[config.mk]
export PLATFORM = sky130hd
export DESIGN_NAME = alu_top
export DESIGN_NICKNAME = d
export VERILOG_FILES = /design/src/alu_pkg.sv /design/src/alu_int_pipe.sv /design/src/alu_issue_ctrl.sv /design/src/alu_mul_pipe.sv /design/src/alu_op_queue.sv /design/src/alu_top.sv
export SDC_FILE = /design/constraint.sdc
export NUM_CORES = 2
export LEC_CHECK = 0
export BUFFER_PORTS_ARGS = -buffer_cell sky130_fd_sc_hd__clkbuf_2
export CAP_MARGIN = 20
export CORE_UTILIZATION = 50
export CTS_BUF_LIST = sky130_fd_sc_hd__clkbuf_4 sky130_fd_sc_hd__clkbuf_8
export CTS_CLUSTER_SIZE = 16
export DETAILED_ROUTE_END_ITERATION = 8
export PLACE_DENSITY_LB_ADDON = 0.12
export REMOVE_ABC_BUFFERS = 1
export SYNTH_ARGS = -nofsm -noshare
export SYNTH_HDL_FRONTEND = slang
export SYNTH_HIERARCHICAL = 1
export SYNTH_SLANG_ARGS = --single-unit
[constraint.sdc]
create_clock -name clk -period 9.1 [get_ports clk]
set_input_delay 0.91 -clock clk [delete_from_list [all_inputs] [get_ports clk]]
set_output_delay 0.91 -clock clk [all_outputs]
set_load 0.05 [all_outputs]
[src/alu_pkg.sv]
package alu_pkg;

	// ========================================
	// Widths and depths
	// ========================================

	// Operand and result width
	localparam int DATA_W = 32;

	// Thread tag width carried with every operation
	localparam int TID_W = 4;

	// Cycles from issue to the result register input
	localparam int PIPE_LAT = 4;

	// Operation queue entries, equal to the upstream credit count
	localparam int QUEUE_DEPTH = 2;

	// Result slots granted by the downstream side after reset
	localparam int OUT_CREDITS = 4;

	// Queue pointer and occupancy widths
	localparam int QUEUE_PTR_W = (QUEUE_DEPTH > 1) ? $clog2(QUEUE_DEPTH) : 1;
	localparam int QUEUE_CNT_W = $clog2(QUEUE_DEPTH + 1);

	// Downstream credit counter must hold the full grant
	localparam int CREDIT_W = $clog2(OUT_CREDITS + 1);

	// ========================================
	// Basic types
	// ========================================

	typedef logic [DATA_W-1:0] word_t;
	typedef logic [TID_W-1:0]  tid_t;

	// Nine opcodes need four bits
	typedef enum logic [3:0] {
		OP_ADD   = 4'd0,
		OP_SUB   = 4'd1,
		OP_ADDI  = 4'd2,
		OP_MUL   = 4'd3,
		OP_MULI  = 4'd4,
		OP_MADD  = 4'd5,
		OP_MSUB  = 4'd6,
		OP_NMADD = 4'd7,
		OP_CLZ   = 4'd8
	} alu_op_e;

	// Which pipeline produces the result
	typedef enum logic {
		UNIT_INT = 1'b0,
		UNIT_MUL = 1'b1
	} alu_unit_e;

	// ========================================
	// Request and response
	// ========================================

	// One operation as it arrives from upstream
	typedef struct packed {
		alu_op_e op;
		tid_t    tid;
		word_t   a;
		word_t   b;
		word_t   c;
		word_t   imm;
	} alu_req_t;

	// One result as it leaves toward downstream
	typedef struct packed {
		tid_t  tid;
		word_t value;
	} alu_rsp_t;

endpackage

[src/alu_int_pipe.sv]
`timescale 1ns/1ps

module alu_int_pipe (
	input  logic              clk,
	input  logic              rst_i,
	input  logic              issue_i,
	input  alu_pkg::alu_req_t req_i,
	output alu_pkg::word_t    result_o
);
	import alu_pkg::*;

	// Number of delay registers after the compute stage
	localparam int DLY_N = PIPE_LAT - 1;

	word_t comb_res;
	word_t clz_res;
	word_t res1;
	word_t dly [DLY_N];

	// One valid bit per delay register
	logic [DLY_N-1:0] dly_vld;

	// Leading zero count, later set bits overwrite earlier ones
	// A zero operand keeps the full width
	always_comb
	begin
		clz_res = word_t'(DATA_W);
		for (int i = 0; i < DATA_W; i++)
		begin
			if (req_i.a[i])
				clz_res = word_t'(DATA_W - 1 - i);
		end
	end

	// All arithmetic wraps at the word width
	always_comb
	begin
		case (req_i.op)
			OP_ADD:  comb_res = req_i.a + req_i.b;
			OP_SUB:  comb_res = req_i.a - req_i.b;
			OP_ADDI: comb_res = req_i.a + req_i.imm;
			OP_CLZ:  comb_res = clz_res;
			default: comb_res = '0;
		endcase
	end

	always_ff @(posedge clk)
	begin
		if (rst_i)
			dly_vld <= '0;
		else
			dly_vld <= {dly_vld[DLY_N-2:0], issue_i};
	end

	// ========================================
	// Compute stage and latency padding
	// ========================================

	always_ff @(posedge clk)
	begin
		if (issue_i)
			res1 <= comb_res;
		if (dly_vld[0])
			dly[0] <= res1;
		for (int k = 1; k < DLY_N; k++)
		begin
			if (dly_vld[k])
				dly[k] <= dly[k-1];
		end
	end

	// Same latency as the multiply pipe, so the control needs one chain only
	assign result_o = dly[DLY_N-1];

endmodule

[src/alu_issue_ctrl.sv]
`timescale 1ns/1ps

module alu_issue_ctrl (
	input  logic              clk,
	input  logic              rst_i,
	input  logic              not_empty_i,
	input  alu_pkg::alu_req_t head_i,
	output logic              pop_o,
	output logic              req_credit_o,
	output logic              issue_mul_o,
	output logic              issue_int_o,
	input  alu_pkg::word_t    mul_result_i,
	input  alu_pkg::word_t    int_result_i,
	input  logic              rsp_credit_i,
	output logic              rsp_valid_o,
	output alu_pkg::alu_rsp_t rsp_o
);
	import alu_pkg::*;

	// Tag that travels beside the data through the pipelines
	typedef struct packed {
		logic      valid;
		tid_t      tid;
		alu_unit_e unit;
	} tag_t;

	logic                issue;
	alu_unit_e           head_unit;
	logic [CREDIT_W-1:0] credit_q;
	tag_t                chain [PIPE_LAT];
	tag_t                chain_in;
	tag_t                chain_end;
	word_t               end_value;

	// ========================================
	// Issue decision
	// ========================================

	// Multiply family goes to the multiply pipe, everything else is integer
	always_comb
	begin
		case (head_i.op)
			OP_MUL, OP_MULI, OP_MADD, OP_MSUB, OP_NMADD: head_unit = UNIT_MUL;
			default: head_unit = UNIT_INT;
		endcase
	end

	// Holding a result slot means the pipelines never have to stall
	assign issue       = not_empty_i && (credit_q != '0);
	assign pop_o       = issue;
	assign issue_mul_o = issue && (head_unit == UNIT_MUL);
	assign issue_int_o = issue && (head_unit == UNIT_INT);

	// Downstream credits, spent at issue and returned by the sink
	always_ff @(posedge clk)
	begin
		if (rst_i)
			credit_q <= CREDIT_W'(OUT_CREDITS);
		else if (issue && !rsp_credit_i)
			credit_q <= credit_q - 1'b1;
		else if (rsp_credit_i && !issue)
			credit_q <= credit_q + 1'b1;
	end

	// Each pop frees a queue slot, hand it back upstream as a one-cycle pulse
	always_ff @(posedge clk)
	begin
		if (rst_i)
			req_credit_o <= 1'b0;
		else
			req_credit_o <= pop_o;
	end

	// ========================================
	// Tag chain and result select
	// ========================================

	assign chain_in.valid = issue;
	assign chain_in.tid   = head_i.tid;
	assign chain_in.unit  = head_unit;

	always_ff @(posedge clk)
	begin
		if (rst_i)
		begin
			for (int i = 0; i < PIPE_LAT; i++)
				chain[i] <= '0;
		end
		else
		begin
			chain[0] <= chain_in;
			for (int i = 1; i < PIPE_LAT; i++)
				chain[i] <= chain[i-1];
		end
	end

	// The chain end lines up with the cycle both pipelines present their result
	assign chain_end = chain[PIPE_LAT-1];
	assign end_value = (chain_end.unit == UNIT_MUL) ? mul_result_i : int_result_i;

	always_ff @(posedge clk)
	begin
		if (rst_i)
			rsp_valid_o <= 1'b0;
		else
			rsp_valid_o <= chain_end.valid;
	end

	// Payload only loads on a live result
	always_ff @(posedge clk)
	begin
		if (chain_end.valid)
		begin
			rsp_o.tid   <= chain_end.tid;
			rsp_o.value <= end_value;
		end
	end

endmodule

[src/alu_mul_pipe.sv]
`timescale 1ns/1ps

module alu_mul_pipe (
	input  logic              clk,
	input  logic              rst_i,
	input  logic              issue_i,
	input  alu_pkg::alu_req_t req_i,
	output alu_pkg::word_t    result_o
);
	import alu_pkg::*;

	// Accumulate mode decoded once at stage 1
	typedef enum logic [1:0] {
		MODE_NONE,
		MODE_ADD,
		MODE_SUB,
		MODE_NEG
	} mul_mode_e;

	// Stage valid bits, so idle cycles leave the data registers untouched
	logic [2:0] stage_vld;

	mul_mode_e dec_mode;
	word_t     dec_mult;

	word_t     s1_a;
	word_t     s1_b;
	word_t     s1_c;
	mul_mode_e s1_mode;
	word_t     s2_prod;
	word_t     s2_c;
	mul_mode_e s2_mode;
	word_t     s3_sum;
	word_t     s4_out;

	// Immediate replaces b only for the immediate multiply
	always_comb
	begin
		dec_mult = (req_i.op == OP_MULI) ? req_i.imm : req_i.b;
		case (req_i.op)
			OP_MADD:  dec_mode = MODE_ADD;
			OP_MSUB:  dec_mode = MODE_SUB;
			OP_NMADD: dec_mode = MODE_NEG;
			default:  dec_mode = MODE_NONE;
		endcase
	end

	always_ff @(posedge clk)
	begin
		if (rst_i)
			stage_vld <= '0;
		else
			stage_vld <= {stage_vld[1:0], issue_i};
	end

	// ========================================
	// Datapath
	// ========================================

	always_ff @(posedge clk)
	begin
		// Stage 1 captures operands and mode
		if (issue_i)
		begin
			s1_a    <= req_i.a;
			s1_b    <= dec_mult;
			s1_c    <= req_i.c;
			s1_mode <= dec_mode;
		end
		// Stage 2 keeps only the low word of the product
		if (stage_vld[0])
		begin
			s2_prod <= s1_a * s1_b;
			s2_c    <= s1_c;
			s2_mode <= s1_mode;
		end
		// Stage 3 folds in the addend, NMADD turns into c minus the product
		if (stage_vld[1])
		begin
			case (s2_mode)
				MODE_ADD: s3_sum <= s2_prod + s2_c;
				MODE_SUB: s3_sum <= s2_prod - s2_c;
				MODE_NEG: s3_sum <= s2_c - s2_prod;
				default:  s3_sum <= s2_prod;
			endcase
		end
		// Stage 4 is the output register
		if (stage_vld[2])
			s4_out <= s3_sum;
	end

	assign result_o = s4_out;

endmodule

[src/alu_op_queue.sv]
`timescale 1ns/1ps

module alu_op_queue (
	input  logic             clk,
	input  logic             rst_i,
	input  logic             push_i,
	input  alu_pkg::alu_req_t push_data_i,
	input  logic             pop_i,
	output alu_pkg::alu_req_t head_o,
	output logic             not_empty_o
);
	import alu_pkg::*;

	// Entry storage
	alu_req_t mem [QUEUE_DEPTH];

	logic [QUEUE_PTR_W-1:0] wr_ptr;
	logic [QUEUE_PTR_W-1:0] rd_ptr;
	logic [QUEUE_CNT_W-1:0] count;

	// Write side
	// The upstream credit rule guarantees a free slot on every push
	always_ff @(posedge clk)
	begin
		if (push_i)
			mem[wr_ptr] <= push_data_i;
	end

	// Pointers wrap at the queue depth, which need not be a power of two
	always_ff @(posedge clk)
	begin
		if (rst_i)
		begin
			wr_ptr <= '0;
			rd_ptr <= '0;
		end
		else
		begin
			if (push_i)
				wr_ptr <= (wr_ptr == QUEUE_PTR_W'(QUEUE_DEPTH - 1)) ? '0 : wr_ptr + 1'b1;
			if (pop_i)
				rd_ptr <= (rd_ptr == QUEUE_PTR_W'(QUEUE_DEPTH - 1)) ? '0 : rd_ptr + 1'b1;
		end
	end

	// Occupancy holds when a push and a pop land in the same cycle
	always_ff @(posedge clk)
	begin
		if (rst_i)
			count <= '0;
		else if (push_i && !pop_i)
			count <= count + 1'b1;
		else if (pop_i && !push_i)
			count <= count - 1'b1;
	end

	// Head is read straight from storage, so a new entry shows one cycle after its write
	assign head_o      = mem[rd_ptr];
	assign not_empty_o = (count != '0);

endmodule

[src/alu_top.sv]
`timescale 1ns/1ps

module alu_top (
	input  logic              clk,
	input  logic              rst_i,
	input  logic              req_valid_i,
	input  alu_pkg::alu_req_t req_i,
	output logic              req_credit_o,
	output logic              rsp_valid_o,
	output alu_pkg::alu_rsp_t rsp_o,
	input  logic              rsp_credit_i
);
	import alu_pkg::*;

	// Queue to control
	alu_req_t queue_head;
	logic     queue_not_empty;
	logic     queue_pop;

	// Control to pipelines and back
	logic  issue_mul;
	logic  issue_int;
	word_t mul_result;
	word_t int_result;

	// Upstream writes land here against its credits
	alu_op_queue u_queue (
		.clk         (clk),
		.rst_i       (rst_i),
		.push_i      (req_valid_i),
		.push_data_i (req_i),
		.pop_i       (queue_pop),
		.head_o      (queue_head),
		.not_empty_o (queue_not_empty)
	);

	alu_issue_ctrl u_ctrl (
		.clk          (clk),
		.rst_i        (rst_i),
		.not_empty_i  (queue_not_empty),
		.head_i       (queue_head),
		.pop_o        (queue_pop),
		.req_credit_o (req_credit_o),
		.issue_mul_o  (issue_mul),
		.issue_int_o  (issue_int),
		.mul_result_i (mul_result),
		.int_result_i (int_result),
		.rsp_credit_i (rsp_credit_i),
		.rsp_valid_o  (rsp_valid_o),
		.rsp_o        (rsp_o)
	);

	// Both pipelines see the queue head, only the selected one captures it
	alu_mul_pipe u_mul (
		.clk      (clk),
		.rst_i    (rst_i),
		.issue_i  (issue_mul),
		.req_i    (queue_head),
		.result_o (mul_result)
	);

	alu_int_pipe u_int (
		.clk      (clk),
		.rst_i    (rst_i),
		.issue_i  (issue_int),
		.req_i    (queue_head),
		.result_o (int_result)
	);

endmodule

# After elaboration in Yosys (flattened, before gate mapping)

Memory sizes are Yosys's and may differ from the RTL's. A register that Yosys moved wholly into a read port is not among the register bits.
Index checks and enable logic that the tools add are counted.

$add $sub $neg: 12
$mul: 1
Eq/ne operators: 11
Muxes and demuxes: 61
Bitwise logic cells: 5
Reductions and logical operators: 16

Operators by type and width:

| cell                  | number |
|---|---|
| $mux W6               | 36 |
| $pmux W32 S4          | 1 |
| $add A32 B32 Y32      | 3 |
| $pmux W32 S3          | 1 |
| $sub A32 B32 Y32      | 3 |
| $mux W32              | 2 |
| $mul A32 B32 Y32      | 1 |
| $eq A4 B3 Y1 const B  | 4 |
| $mux W1               | 16 |
| $eq A4 B2 Y1 const B  | 2 |
| $logic_and A1 B1 Y1   | 7 |
| $mux W3               | 2 |
| $pmux W2 S3           | 1 |
| $reduce_bool A2 Y1    | 3 |
| $reduce_or A5 Y1      | 1 |
| $eq A2 B2 Y1 const B  | 2 |
| $eq A4 B1 Y1 const B  | 1 |
| $eq A4 B4 Y1 const B  | 1 |
| $logic_not A4 Y1      | 1 |
| $mux W2               | 2 |
| $or A1 B1 Y1          | 4 |
| $add A3 B1 Y3 const B | 1 |
| $logic_not A1 Y1      | 3 |
| $reduce_bool A3 Y1    | 1 |
| other kinds (6)       | 7 |

Flip-flop bits (word level): 311
Memory bits (writable): 392
Word-level logic and storage cells: 129
Memories kept: 3

Memory list:

| name         | words | width | read ports | clocked after Yosys merged registers in | write ports | line                 | text |
|---|---|---|---|---|---|---|---|
| u_queue.mem  | 2     | 136   | 1          | 1                                       | 1           | alu_op_queue.sv:15   | `alu_req_t mem [QUEUE_DEPTH];` |
| u_int.dly    | 3     | 32    | 3          | 0                                       | 3           | alu_int_pipe.sv:18   | `word_t dly [DLY_N];` |
| u_ctrl.chain | 4     | 6     | 4          | 0                                       | 4           | alu_issue_ctrl.sv:30 | `tag_t chain [PIPE_LAT];` |

# Depth between registers and ports, before layout

Depth in word-level cells: 33
Depth in mapped cells: 29
Mapped depth without buffers: 27

# Hierarchy

The synthesis kept the hierarchy.

Modules (own cells, without submodules):

| module         | times used | cells each | area an instance (um^2) | sequential area each (um^2) |
|---|---|---|---|---|
| alu_mul_pipe   | 1          | 2662       | 27286.2                 | 6906.6 |
| alu_op_queue   | 1          | 444        | 10163.5                 | 8267.9 |
| alu_int_pipe   | 1          | 653        | 7258.2                  | 3903.7 |
| alu_issue_ctrl | 1          | 148        | 2341.0                  | 1641.6 |

# Least setup slack after synthesis

OpenSTA, ideal clock, no wires.

Path type: register to register
Start: register with a tool-made name
End: register u_mul.s1_a[0] (enable)
Arrival: 7752 ps
Slack: 671 ps
Stages on the path, launching flop included: 5
Buffers on the path: 2
Cells stage by stage: dfxtp_1 > buf_6 > buf_2 > mux2_2 > nor3_1

RTL lines:

| element              | line               | text |
|---|---|---|
| to (signal assigned) | alu_mul_pipe.sv:65 | `s1_a <= req_i.a;` |
| to (decl)            | alu_mul_pipe.sv:26 | `word_t s1_a;` |

# Worst setup path in the final report

Start: register u_mul.s1_b[2]
End: register u_mul.s2_prod[30], data pin

Word-level cells in the longest chain between the ends: 1

Ends and longest elaborated chain:

| element                | line               | text |
|---|---|---|
| from (decl)            | alu_mul_pipe.sv:27 | `word_t s1_b;` |
| from (signal assigned) | alu_mul_pipe.sv:66 | `s1_b <= dec_mult;` |
| $mul A32 B32 Y32       | alu_mul_pipe.sv:73 | `s2_prod <= s1_a * s1_b;` |
| to (signal assigned)   | alu_mul_pipe.sv:73 |  |
| to (decl)              | alu_mul_pipe.sv:30 | `word_t s2_prod;` |

Every way passes these cells.
A chain may end at the register's enable or synchronous reset.

==> results.py <==
metrics = {
    "synthesis": {
        "synthCells": 3907,
        "ys_ff_latch": 703,
        "synth_area_um2": 47000,
        "yosys_warnings": 6,
        "yosysUniqueCellTypes": 88,
        "synth_flop_cell": "edfxtp_1",
        "synth.avg_cell_area_um2": 12.0,
        "ys_seq_area_frac": 0.440,
        "synth_edf_count": 664,
        "synthArstFlopShare": 0,
    },
    "die": {
        "dieWidth_um": 309,
        "placeableCoreArea_um2": 93300,
        "io-pin-count": 178,
        "die_area_um2": 95300,
        "start_util": 0.504,
        "std_cell_rows": 112,
        "die_y_um": 309,
    },
    "finish": {
        "largest_reg_flops": 272,
        "largest-register": "u_queue/mem",
        "area_growth_pct": 9.20,
        "final_cell_mix": "664 x edfxtp_1, 476 x inv_1, 412 x fa_1",
        "postLayoutCellArea_um2": 51400,
        "final_common_cell": "edfxtp_1",
        "largestRegisters": "u_queue/mem: 272 flops, u_int/dly: 96 flops, u_ctrl/rsp_o: 36 flops",
        "drive_gt1_frac": 0.156,
        "nNetsFinal": 4838,
    },
    "run_status": {
        "status": "finished, final reports clean",
    },
    "worst_setup_path": {
        "critPathKind": "flop to flop",
        "r2r_start": "u_mul/s1_b[2]",
        "end_kind": "flop",
        "r2r_end": "u_mul/s2_prod[30]",
        "cp.arrival_ns": 8.38,
        "cp.required_ns": 9.62,
        "setup.worst_path.start": "u_mul/s1_b[2]",
        "r2r_slack_ns": 1.24,
        "worstRegToRegCells": 21,
        "path_max_fanout": 30,
        "startpoint_type": "flop",
    },
    "grt": {
        "antenna_found_initial": 9,
        "grt_pass1_vias": 30100,
        "grt_max_degree": 111,
        "grt-ovfl-total": 0,
        "track_usage": 0.249,
        "grt_pass1_wl_um": 178000,
    },
    "detailed_routing": {
        "ant_nets": 0,
        "drt_first_iter_violations": 1955,
        "drc": 0,
        "avgRoutedWirePerCell_um": 21.3,
        "dr.pass1.iters": 6,
        "drt_wl_total_um": 115000,
        "wl_met1_um": 51000,
        "viasPerCell": 5.40,
        "highest_layer": "met5",
        "dr_wl_met2_um": 53900,
        "wl_met3_um": 6580,
        "routed-via-count": 29200,
    },
    "timing": {
        "finalSetupViolCount": 0,
        "min_period_ns": 7.86,
        "report.final.slew_viol_count": 0,
        "clock.fmax_mhz": 127,
        "whs_ns": 0.291,
        "grt_setup_unrepaired": "false",
        "slew_headroom": 0.227,
        "fin_setup_tns_ns": 0,
        "skew_ns": 0.0430,
        "hold_viol_final": 0,
        "post-route-period-util": 0.864,
        "worstMarginPinSlew_ns": 1.15,
    },
    "placement": {
        "io_buffers": 177,
        "gp_congestion": 0.915,
        "placed_area_um2": 49000,
        "dp_hpwl_um": 87500,
    },
    "clock_network": {
        "cts_made_buffers": 114,
        "ctsRootBufferMaster": "clkbuf_8",
        "post-cts-setup-buffers": 0,
        "htree_levels": 3,
        "cts_buffer_depth": 3,
        "cts_sinks": 703,
        "cts_resized": 0,
        "clk_pin_slew_ns": 0.06,
        "cts_tree": "built",
        "cts_hold_buffers": 0,
        "insertion_delay_ns": 0.80,
    },
    "run": {
        "cap_violations": 0,
    },
    "worst_hold_path": {
        "hold-path-endpoint": "u_queue/mem[0][86]",
        "hp-class": "primary input to flop",
        "hp-start": "req_i[86]",
        "hold_depth": 1,
    },
}
## cells in the mapped netlist (all sizes together), types with 6 or more instances
| cell type | n | area [µm²] |
|---|---|---|
| a211o | 6 | 52.6 |
| edfxtp | 664 | 19900 |
| and2 | 272 | 1700 |
| nand3 | 30 | 150 |
| buf | 54 | 404 |
| xnor2 | 111 | 972 |
| mux2i | 16 | 160 |
| nand4 | 16 | 115 |
| nor4 | 17 | 121 |
| o21a | 24 | 180 |
| nor2 | 135 | 507 |
| nor2b | 40 | 250 |
| or3 | 25 | 183 |
| o21bai | 14 | 105 |
| dfxtp | 39 | 781 |
| a21oi | 112 | 561 |
| nand2 | 368 | 1380 |
| nor3 | 65 | 340 |
| nand2b | 17 | 106 |
| o21ai | 111 | 567 |
| a211oi | 28 | 210 |
| o311ai | 6 | 52.6 |
| fa | 412 | 8250 |
| o41ai | 8 | 70.1 |
| ha | 220 | 2750 |
| or4 | 8 | 68.8 |
| a221o | 20 | 201 |
| a22oi | 10 | 75.1 |
| o211ai | 10 | 75.1 |
| and2b | 8 | 60.1 |
| o31ai | 19 | 143 |
| a31oi | 10 | 62.6 |
| a21o | 44 | 332 |
| inv | 476 | 1790 |
| mux2 | 201 | 2410 |
| xor2 | 81 | 728 |
| clkbuf | 124 | 467 |
| and3 | 10 | 62.6 |
| nor3b | 8 | 60.1 |
## cells by family (layout without fill, tap and decap cells)
group / Yosys count / count (layout) / synth area share
simple gates: 1042 / 1042 / 0.113
flops: 703 / 703 / 0.440
buf+inv: 654 / 903 / 0.0565
fa+ha+maj: 632 / 632 / 0.234
compound gates: 467 / 467 / 0.0658
mux: 217 / 217 / 0.0547
xor+xnor: 192 / 192 / 0.0361
other cells: 0 / 1 / 0
## layer usage
metal / vias up / global-route usage
met2: 847 / 0.402
met4: 6 / 0.0842
met5: - / 0
met1: 14500 / 0.338
li1: 13600 / -
met3: 206 / 0.0460
## cell type report
cell class                 count  area, µm²
fill                        8098      42000
multi-input combinational   2550      23700
sequential                   703      20700
clock buffer                 155       1880
inverter                     476       1790
tap                         1254       1570
timing repair buffer         221       1260
clock inverter                51        434
antenna                        1       2.50
## through the flow
step,setup slack [ns],utilization,cells
floorplan,-2.87,-,3729
global placement,1.45,0.525,5203
detailed placement,1.32,0.525,5203
CTS,1.29,0.550,5409
global route,0.832,0.551,5411
finish,1.24,0.551,5411
## critical path, cell delays in order, from the launching register on
cell and delay, ns:
edfxtp_1 1.01, nand2_1 0.19, fa_1 0.59, fa_1 0.44
fa_1 0.50, fa_1 0.55, inv_1 0.05, fa_1 0.50
inv_1 0.05, fa_1 0.55, fa_1 0.43, fa_1 0.49
inv_1 0.04, ha_1 0.36, nand2_1 0.10, nor2_1 0.20
nand3_1 0.12, or4_1 0.48, a311oi_1 0.46, a311o_1 0.25
a21oi_1 0.09, xnor2_1 0.13
## how the worst max path moves through the flow
stage,end
finish,u_mul/s2_prod[30]
global route,u_mul/s2_prod[30]
CTS,u_mul/s2_prod[30]
detailed placement,u_mul/s2_prod[30]
global placement,u_mul/s2_prod[30]
floorplan,u_mul/s1_a[0]
Power is left out: the tool's default activity adds up to more than one toggle a clock period on the data nets, which glitch-free logic cannot reach.
